`src/hdl/spi_reg_pkg.sv`:
```
`default_nettype none

package spi_reg_pkg;

  // one spi byte, shifted msb first
  localparam int SPI_BYTE_W = 8;

  typedef logic [SPI_BYTE_W-1:0] spi_byte_t;

  // read flag in the command byte
  localparam int CMD_READ_BIT = 7;

  // ******************************
  // command fsm states
  // ******************************
  typedef enum logic [2:0] {
    IDLE     = 3'd0,  // no frame
    CMD      = 3'd1,  // waiting for command byte
    WR_DATA  = 3'd2,  // write frame
    RD_FETCH = 3'd3,  // read request pending
    RD_DATA  = 3'd4   // read byte going out on miso
  } cmd_state_e;

endpackage

`default_nettype wire
```
`src/hdl/spi_reg_bridge.sv`:
```
`timescale 1ns/1ps
`default_nettype none

module spi_reg_bridge
  import spi_reg_pkg::*;
#(
  parameter int ADDR_W      = 7,
  parameter int SYNC_STAGES = 2
) (
  input  logic              clk,
  input  logic              rst_n,
  // spi pins
  input  logic              sclk,
  input  logic              mosi,
  input  logic              ss,
  output logic              miso,
  // register bus
  output logic              req_valid,
  output logic              req_write,
  output logic [ADDR_W-1:0] req_addr,
  output spi_byte_t         req_wdata,
  input  logic              req_ready,
  input  spi_byte_t         req_rdata,
  // sticky errors
  input  logic              clr_err,
  output logic              err_polarity,
  output logic              err_overrun
);

  logic      mosi_s;
  logic      sclk_rise;
  logic      sclk_fall;
  logic      frame_start;
  logic      frame_active;
  spi_byte_t rx_byte;
  logic      byte_done;
  logic      tx_load;
  spi_byte_t tx_byte;

  // ******************************
  // synchronizer, shifter, fsm
  // ******************************
  spi_sync #(
    .SYNC_STAGES(SYNC_STAGES)
  ) u_sync (
    .clk          (clk),
    .rst_n        (rst_n),
    .sclk         (sclk),
    .mosi         (mosi),
    .ss           (ss),
    .clr_err      (clr_err),
    .mosi_s       (mosi_s),
    .sclk_rise    (sclk_rise),
    .sclk_fall    (sclk_fall),
    .frame_start  (frame_start),
    .frame_active (frame_active),
    .err_polarity (err_polarity)
  );

  spi_shifter u_shifter (
    .clk          (clk),
    .rst_n        (rst_n),
    .frame_active (frame_active),
    .frame_start  (frame_start),
    .sclk_rise    (sclk_rise),
    .sclk_fall    (sclk_fall),
    .mosi_s       (mosi_s),
    .tx_load      (tx_load),
    .tx_byte      (tx_byte),
    .rx_byte      (rx_byte),
    .byte_done    (byte_done),
    .miso         (miso)
  );

  spi_cmd_fsm #(
    .ADDR_W(ADDR_W)
  ) u_cmd_fsm (
    .clk          (clk),
    .rst_n        (rst_n),
    .frame_active (frame_active),
    .frame_start  (frame_start),
    .rx_byte      (rx_byte),
    .byte_done    (byte_done),
    .req_ready    (req_ready),
    .req_rdata    (req_rdata),
    .clr_err      (clr_err),
    .tx_load      (tx_load),
    .tx_byte      (tx_byte),
    .req_valid    (req_valid),
    .req_write    (req_write),
    .req_addr     (req_addr),
    .req_wdata    (req_wdata),
    .err_overrun  (err_overrun)
  );

endmodule

`default_nettype wire

```
`src/hdl/spi_cmd_fsm.sv`:
```
`timescale 1ns/1ps
`default_nettype none

module spi_cmd_fsm
  import spi_reg_pkg::*;
#(
  parameter int ADDR_W = 7
) (
  input  logic              clk,
  input  logic              rst_n,
  input  logic              frame_active,
  input  logic              frame_start,
  input  spi_byte_t         rx_byte,
  input  logic              byte_done,
  input  logic              req_ready,
  input  spi_byte_t         req_rdata,
  input  logic              clr_err,
  output logic              tx_load,
  output spi_byte_t         tx_byte,
  output logic              req_valid,
  output logic              req_write,
  output logic [ADDR_W-1:0] req_addr,
  output spi_byte_t         req_wdata,
  output logic              err_overrun
);

  cmd_state_e        state;
  cmd_state_e        state_next;
  logic [ADDR_W-1:0] addr;
  logic [ADDR_W-1:0] issue_addr;
  logic              xfer;
  logic              bus_free;
  logic              cmd_done;
  logic              cmd_read;
  logic              wr_byte;
  logic              wr_issue;
  logic              rd_issue;
  logic              rd_xfer;

  assign xfer     = req_valid & req_ready;
  // bus can take a new request next cycle
  assign bus_free = ~req_valid | req_ready;
  assign cmd_done = (state == CMD) & byte_done;
  assign cmd_read = rx_byte[CMD_READ_BIT];
  assign wr_byte  = (state == WR_DATA) & byte_done;
  assign wr_issue = wr_byte & bus_free;

  // prefetch after the command or a data byte; late issue if a write was still pending
  assign rd_issue = (((cmd_done & cmd_read) | ((state == RD_DATA) & byte_done)) & bus_free)
                  | ((state == RD_FETCH) & frame_active & ~req_valid);
  assign rd_xfer  = (state == RD_FETCH) & xfer & ~req_write;

  // command byte carries the start address
  assign issue_addr = cmd_done ? rx_byte[ADDR_W-1:0] : addr;

  // ******************************
  // next state
  // ******************************
  always_comb begin
    state_next = state;
    case (state)
      IDLE: begin
        if (frame_start)
          state_next = CMD;
      end
      CMD: begin
        if (!frame_active)
          state_next = IDLE;
        else if (byte_done)
          state_next = cmd_read ? RD_FETCH : WR_DATA;
      end
      WR_DATA: begin
        if (!frame_active)
          state_next = IDLE;
      end
      RD_FETCH: begin
        if (rd_xfer)
          state_next = frame_active ? RD_DATA : IDLE;
        else if (!frame_active && !req_valid)
          state_next = IDLE;
      end
      RD_DATA: begin
        if (!frame_active)
          state_next = IDLE;
        else if (byte_done)
          state_next = RD_FETCH;
      end
      default: state_next = IDLE;
    endcase
  end

  // ******************************
  // control registers
  // ******************************
  always_ff @(posedge clk or negedge rst_n) begin
    if (!rst_n) begin
      state       <= IDLE;
      addr        <= '0;
      req_valid   <= 1'b0;
      tx_load     <= 1'b0;
      err_overrun <= 1'b0;
    end else begin
      state   <= state_next;
      tx_load <= rd_xfer;
      if (wr_issue || rd_issue)
        req_valid <= 1'b1;
      else if (xfer)
        req_valid <= 1'b0;
      // dropped write bytes still advance the address
      if (cmd_done)
        addr <= rx_byte[ADDR_W-1:0];
      else if (wr_byte || rd_xfer)
        addr <= addr + 1'b1;
      if (wr_byte && !bus_free)
        err_overrun <= 1'b1;
      else if (clr_err)
        err_overrun <= 1'b0;
    end
  end

  // request payload and read data
  always_ff @(posedge clk) begin
    if (wr_issue || rd_issue) begin
      req_write <= wr_issue;
      req_addr  <= issue_addr;
    end
    if (wr_issue)
      req_wdata <= rx_byte;
    if (rd_xfer)
      tx_byte <= req_rdata;
  end

endmodule

`default_nettype wire

```
`src/hdl/spi_shifter.sv`:
```
`timescale 1ns/1ps
`default_nettype none

module spi_shifter
  import spi_reg_pkg::*;
(
  input  logic      clk,
  input  logic      rst_n,
  input  logic      frame_active,
  input  logic      frame_start,
  input  logic      sclk_rise,
  input  logic      sclk_fall,
  input  logic      mosi_s,
  input  logic      tx_load,
  input  spi_byte_t tx_byte,
  output spi_byte_t rx_byte,
  output logic      byte_done,
  output logic      miso
);

  localparam int CNT_W = $clog2(SPI_BYTE_W);

  logic [CNT_W-1:0] bit_cnt;
  logic             last_bit;
  spi_byte_t        rx_shift;
  spi_byte_t        rx_next;
  spi_byte_t        tx_shift;

  assign last_bit = (bit_cnt == CNT_W'(SPI_BYTE_W - 1));
  assign rx_next  = {rx_shift[SPI_BYTE_W-2:0], mosi_s};

  // ******************************
  // receive side
  // ******************************
  always_ff @(posedge clk or negedge rst_n) begin
    if (!rst_n) begin
      bit_cnt   <= '0;
      byte_done <= 1'b0;
    end else begin
      byte_done <= sclk_rise & last_bit;
      if (frame_start)
        bit_cnt <= '0;
      else if (sclk_rise)
        bit_cnt <= last_bit ? '0 : bit_cnt + 1'b1;
    end
  end

  // sample mosi on the rising edge, msb first
  always_ff @(posedge clk) begin
    if (sclk_rise) begin
      rx_shift <= rx_next;
      if (last_bit)
        rx_byte <= rx_next;
    end
  end

  // ******************************
  // transmit side
  // ******************************
  // The falling edge after the eighth rise of a byte must not shift:
  // by then the prefetched byte is already loaded with its msb on miso.
  always_ff @(posedge clk or negedge rst_n) begin
    if (!rst_n) begin
      tx_shift <= '1;
    end else if (tx_load) begin
      tx_shift <= tx_byte;
    end else if (frame_start) begin
      tx_shift <= '1;
    end else if (sclk_fall && bit_cnt != '0) begin
      tx_shift <= {tx_shift[SPI_BYTE_W-2:0], 1'b1};
    end
  end

  // idle high outside a frame
  assign miso = frame_active ? tx_shift[SPI_BYTE_W-1] : 1'b1;

endmodule

`default_nettype wire

```
`src/hdl/spi_sync.sv`:
```
`timescale 1ns/1ps
`default_nettype none

module spi_sync #(
  parameter int SYNC_STAGES = 2
) (
  input  logic clk,
  input  logic rst_n,
  input  logic sclk,
  input  logic mosi,
  input  logic ss,
  input  logic clr_err,
  output logic mosi_s,
  output logic sclk_rise,
  output logic sclk_fall,
  output logic frame_start,
  output logic frame_active,
  output logic err_polarity
);

  logic [SYNC_STAGES-1:0] sclk_sync;
  logic [SYNC_STAGES-1:0] mosi_sync;
  logic [SYNC_STAGES-1:0] ss_sync;
  logic                   sclk_s;
  logic                   ss_s;
  logic                   sclk_d;
  logic                   ss_d;
  logic                   ss_fall;
  logic                   good_next;

  // ******************************
  // input synchronizers
  // ******************************
  always_ff @(posedge clk or negedge rst_n) begin
    if (!rst_n) begin
      sclk_sync <= '0;
      mosi_sync <= '1;
      ss_sync   <= '1;
      sclk_d    <= 1'b0;
      ss_d      <= 1'b1;
    end else begin
      sclk_sync <= {sclk_sync[SYNC_STAGES-2:0], sclk};
      mosi_sync <= {mosi_sync[SYNC_STAGES-2:0], mosi};
      ss_sync   <= {ss_sync[SYNC_STAGES-2:0], ss};
      sclk_d    <= sclk_s;
      ss_d      <= ss_s;
    end
  end

  assign sclk_s = sclk_sync[SYNC_STAGES-1];
  assign ss_s   = ss_sync[SYNC_STAGES-1];
  assign mosi_s = mosi_sync[SYNC_STAGES-1];

  assign ss_fall = ss_d & ~ss_s;
  // sclk must be high when ss falls, otherwise the whole frame is masked
  assign good_next = ~ss_s & (ss_fall ? sclk_s : frame_active);

  // ******************************
  // edge pulses and frame state
  // ******************************
  always_ff @(posedge clk or negedge rst_n) begin
    if (!rst_n) begin
      frame_active <= 1'b0;
      frame_start  <= 1'b0;
      sclk_rise    <= 1'b0;
      sclk_fall    <= 1'b0;
      err_polarity <= 1'b0;
    end else begin
      frame_active <= good_next;
      frame_start  <= ss_fall & sclk_s;
      sclk_rise    <= good_next & sclk_s & ~sclk_d;
      sclk_fall    <= good_next & ~sclk_s & sclk_d;
      // sticky until clr_err
      if (ss_fall && !sclk_s)
        err_polarity <= 1'b1;
      else if (clr_err)
        err_polarity <= 1'b0;
    end
  end

endmodule

`default_nettype wire

```
`config.mk`:
```
export PLATFORM = sky130hd
export DESIGN_NAME = spi_reg_bridge
export DESIGN_NICKNAME = d
export VERILOG_FILES = /design/src/hdl/spi_reg_pkg.sv /design/src/hdl/spi_reg_bridge.sv /design/src/hdl/spi_cmd_fsm.sv /design/src/hdl/spi_shifter.sv /design/src/hdl/spi_sync.sv
export SDC_FILE = /design/constraint.sdc
export NUM_CORES = 1
export LEC_CHECK = 0
export ABC_AREA = 1
export BUFFER_PORTS_ARGS = -buffer_cell sky130_fd_sc_hd__buf_2
export CORE_ASPECT_RATIO = 1.2
export CORE_MARGIN = 4
export CORE_UTILIZATION = 30
export DETAILED_ROUTE_END_ITERATION = 10
export GPL_TIMING_DRIVEN = 0
export SYNTH_ARGS = -nofsm -noshare
export SYNTH_HDL_FRONTEND = slang
export SYNTH_SLANG_ARGS = --single-unit
```
`constraint.sdc`:
```
create_clock -name clk -period 5.1 [get_ports clk]
set_input_delay 0.51 -clock clk [delete_from_list [all_inputs] [get_ports clk]]
set_output_delay 0.51 -clock clk [all_outputs]
set_load 0.05 [all_outputs]
```
==> impl_metrics.tcl <==
set metrics [dict create \
    ys_types 28 \
    clkPwrFrac_pct 47.3 \
    drv_cap 0 \
    initial_core_util_pct 30.82 \
    status "finished clean" \
    pre_cts_ws_ns 2.670 \
    ys_seq_elements 77 \
    dp.cells 429 \
    cts_hold_buf 0 \
    clock_latency_ns 0.33 \
    pin_count 35 \
    drv_slew 0 \
    worst_slew_pin_slew_ns 0.8808 \
    critPathLaunchType "register" \
    ys_seq_area_share_pct 68.97 \
    cts-root-buf "clkbuf_16" \
    fin_util_pct 37.45 \
    num_rows 40 \
    swShare_pct 21.39 \
    final_cell_mix "nand2_1 (62), edfxtp_1 (39), buf_2 (35)" \
    die-area_sq_mm 0.01203 \
    hpwl_microns 3971 \
    setup_violations 0 \
    required_ns 5.07 \
    cp_cell_sequence "inv_2 > nand3_2 > nor2_1 > clkinv_2 > nor2_1 > nand3b_1" \
    layout-drive-gt1-share_pct 27.59 \
    grt_pass1_vias 2011 \
    final_common_cell "nand2_1" \
    ctsResizeCount 0 \
    synth_edf_count 39 \
    die_width_microns 100.8 \
    synth_area_leader_cell "edfxtp_1" \
    grt_use_total_pct 10.60 \
    vias 1990 \
    fin_ws_ns 2.699 \
    netlist_instances 269 \
    p_per_area_mw_per_mm2 404.2 \
    cp_data_arrival_time_ns 2.37 \
    cts_buffer_depth 2 \
    min_period_ns 2.401 \
    worst_hold_slack_ns 0.2693 \
    synth.area.top_cells "edfxtp_1 (38%), dfrtp_1 (20%), dfstp_2 (11%)" \
    power_switching_mw 0.3258 \
    post_cts_buffers 0 \
    min_path_cells 1 \
    ant_nets 0 \
    max_freq_ghz 0.4166 \
    fin_setup_tns_ns 0 \
    syn_avg_cell_area_sq_um 11.53 \
    grt_pass1_wl_microns 9722 \
    overflow 0 \
    synthesis.area_sq_mm 0.003100 \
    routed_wl_microns 5794 \
    area.growth.synth_to_final_pct 21.51 \
    postSynth.asyncResetShare_pct 49.35 \
    coreArea_sq_mm 0.01006 \
    portBuffers 34 \
    cp_slowest_stage_delay_ns 0.64 \
    diodes 0 \
    comb_power_share_pct 6.5 \
    antenna_found_initial 0 \
    cts_buffers 9 \
    cellLeakagePower_nw 1.622 \
    min_period_over_period_pct 47.07 \
    skew_ns 0.004572 \
    max_slew_margin_pct 41.28 \
    worst_path_most_repeated_cell "nor2_1" \
    rsz0062_at_grt "no" \
    p_seq_share_pct 46.2 \
    clk_pin_slew_ns 0.06 \
    first_pass_iters 4 \
    gp_congestion 0.8045 \
    vias_per_cell 4.472 \
    p_int_mw 1.197 \
    clock-sinks 77 \
    wl_per_cell_microns 13.02 \
    grt_start_max_net_pins 39 \
    criticalPathCategory "reg2reg" \
    route.detailed.drc 0 \
    ys_warn_count 0 \
    first_iter_violations 130 \
    ir_drop_uv 244.8 \
    hold_path_class "in2reg" \
    fp.dieH_microns 119.4 \
    final_cell_count_no_fill 445 \
    rr_worst_depth 6 \
    ys.flop_type "edfxtp_1" \
    final_nets 333 \
    final_hold_viol_count 0 \
    synth_top_area_share_pct 37.77 \
    critPathCaptureType "register" \
    crit_slowest_cell "nor2_1" \
    htree_levels 3 \
    critPathMaxFanout 10 \
    synth_fp_nets 288 \
    cts_tree "built" \
]
-- power by group through the flow --
| stage | Combinational (mW) | Sequential [mW] | Clock (mW) |
|---|---|---|---|
| floorplan | 0.0697 | 0.713 | 0 |
| global placement | 0.0939 | 0.714 | 0 |
| detailed placement | 0.0980 | 0.716 | 0 |
| CTS | 0.0991 | 0.704 | 0.738 |
| global route | 0.114 | 0.707 | 0.766 |
| finish | 0.0983 | 0.704 | 0.721 |
-- critical path, delay by kind of cell (launching register included) --
| family | cells | cell delay (ns) |
|---|---|---|
| simple gates | 4 | 1.35 |
| flops | 1 | 0.44 |
| buf+inv | 2 | 0.25 |
-- sequential cells by signal (all words and copies together) (netlist names) --
register	flops
u_cmd_fsm.state	3
u_sync.sclk_fall	1
u_sync.frame_start	1
u_cmd_fsm.err_overrun	1
u_sync.ss_d	1
u_shifter.tx_shift	8
u_sync.mosi_sync	2
u_shifter.byte_done	1
u_sync.sclk_d	1
u_sync.err_polarity	1
u_sync.frame_active	1
u_sync.sclk_rise	1
u_cmd_fsm.tx_load	1
u_cmd_fsm.req_write	1
u_shifter.rx_shift	7
u_cmd_fsm.tx_byte	8
u_cmd_fsm.addr	7
u_cmd_fsm.req_addr	7
u_shifter.rx_byte	8
u_shifter.bit_cnt	3
u_sync.sclk_sync	2
u_cmd_fsm.req_wdata	8
u_cmd_fsm.req_valid	1
u_sync.ss_sync	2
-- path summary, 6_finish.rpt --
path,start,to,slack [ns]
hold reg to reg,u_sync.sclk_sync[0]$_DFF_PN0_,u_sync.sclk_sync[1]$_DFF_PN0_,0.35
setup / recovery,u_cmd_fsm.state[2]$_DFFE_PN0P_,u_cmd_fsm.req_addr[6]$_DFFE_PP_,2.70
setup reg to reg,u_cmd_fsm.state[2]$_DFFE_PN0P_,u_cmd_fsm.req_addr[6]$_DFFE_PP_,2.70
max in group asynchronous,rst_n,u_shifter.bit_cnt[2]$_DFFE_PN0P_,4.25
hold / removal,mosi,u_sync.mosi_sync[0]$_DFF_PN1_,0.27
min in group asynchronous,rst_n,u_cmd_fsm.state[0]$_DFFE_PN0P_,0.31
-- synth_stat cells (3+ instances only) --
| cell | number |
|---|---|
| nand2_2 | 6 |
| o21ai_2 | 3 |
| o21ai_0 | 15 |
| nand3_1 | 12 |
| nor2_2 | 3 |
| nor2_1 | 14 |
| o21ai_1 | 7 |
| inv_1 | 33 |
| ha_1 | 4 |
| inv_2 | 4 |
| o22ai_1 | 3 |
| nand2_1 | 62 |
| dfstp_2 | 13 |
| dfrtp_1 | 25 |
| o211ai_1 | 7 |
| edfxtp_1 | 39 |
| nand4_1 | 3 |
-- kinds of logic (layout without fill, tap and decap cells) --
logic type	Yosys count	after routing	synth area share, %
and+or+nand+nor	107	107	16.02
DFF	77	77	68.97
buffers and inverters	41	91	5.528
AOI/OAI and AO/OA	38	38	7.304
adders and majority gates	4	4	1.614
xor gates and xnor gates	2	2	0.5651
-- area by class of cell --
type	instances	area, sq um
fillers	961	6292
flip-flops and latches	77	2138
multi-input cells	151	790.8
clock buffers	9	225.2
repair buffers	34	170.2
well taps	126	157.7
inverters	38	143.9
clock inverters	7	113.9
plain buffers	3	27.53
-- stage by stage --
| stage | cell area [sq um] | power (mW) |
|---|---|---|
| final | 3767 | 1.523 |
| after global routing | 3767 | 1.587 |
| after CTS | 3767 | 1.541 |
| after detailed placement | 3428 | 0.8137 |
| after global placement | 3428 | 0.8079 |
| after floorplan | 3100 | 0.7829 |
-- per-layer routing --
layer | vias up | track usage (%) | wire length [microns]
met5 | - | 0 | 0
met4 | 0 | 5.813 | 124
met3 | 9 | 3.925 | 313
met2 | 40 | 15.77 | 2812
met1 | 958 | 13.19 | 2544
li1 | 983 | - | -
Note: power is estimated with default switching activity, not from simulation.
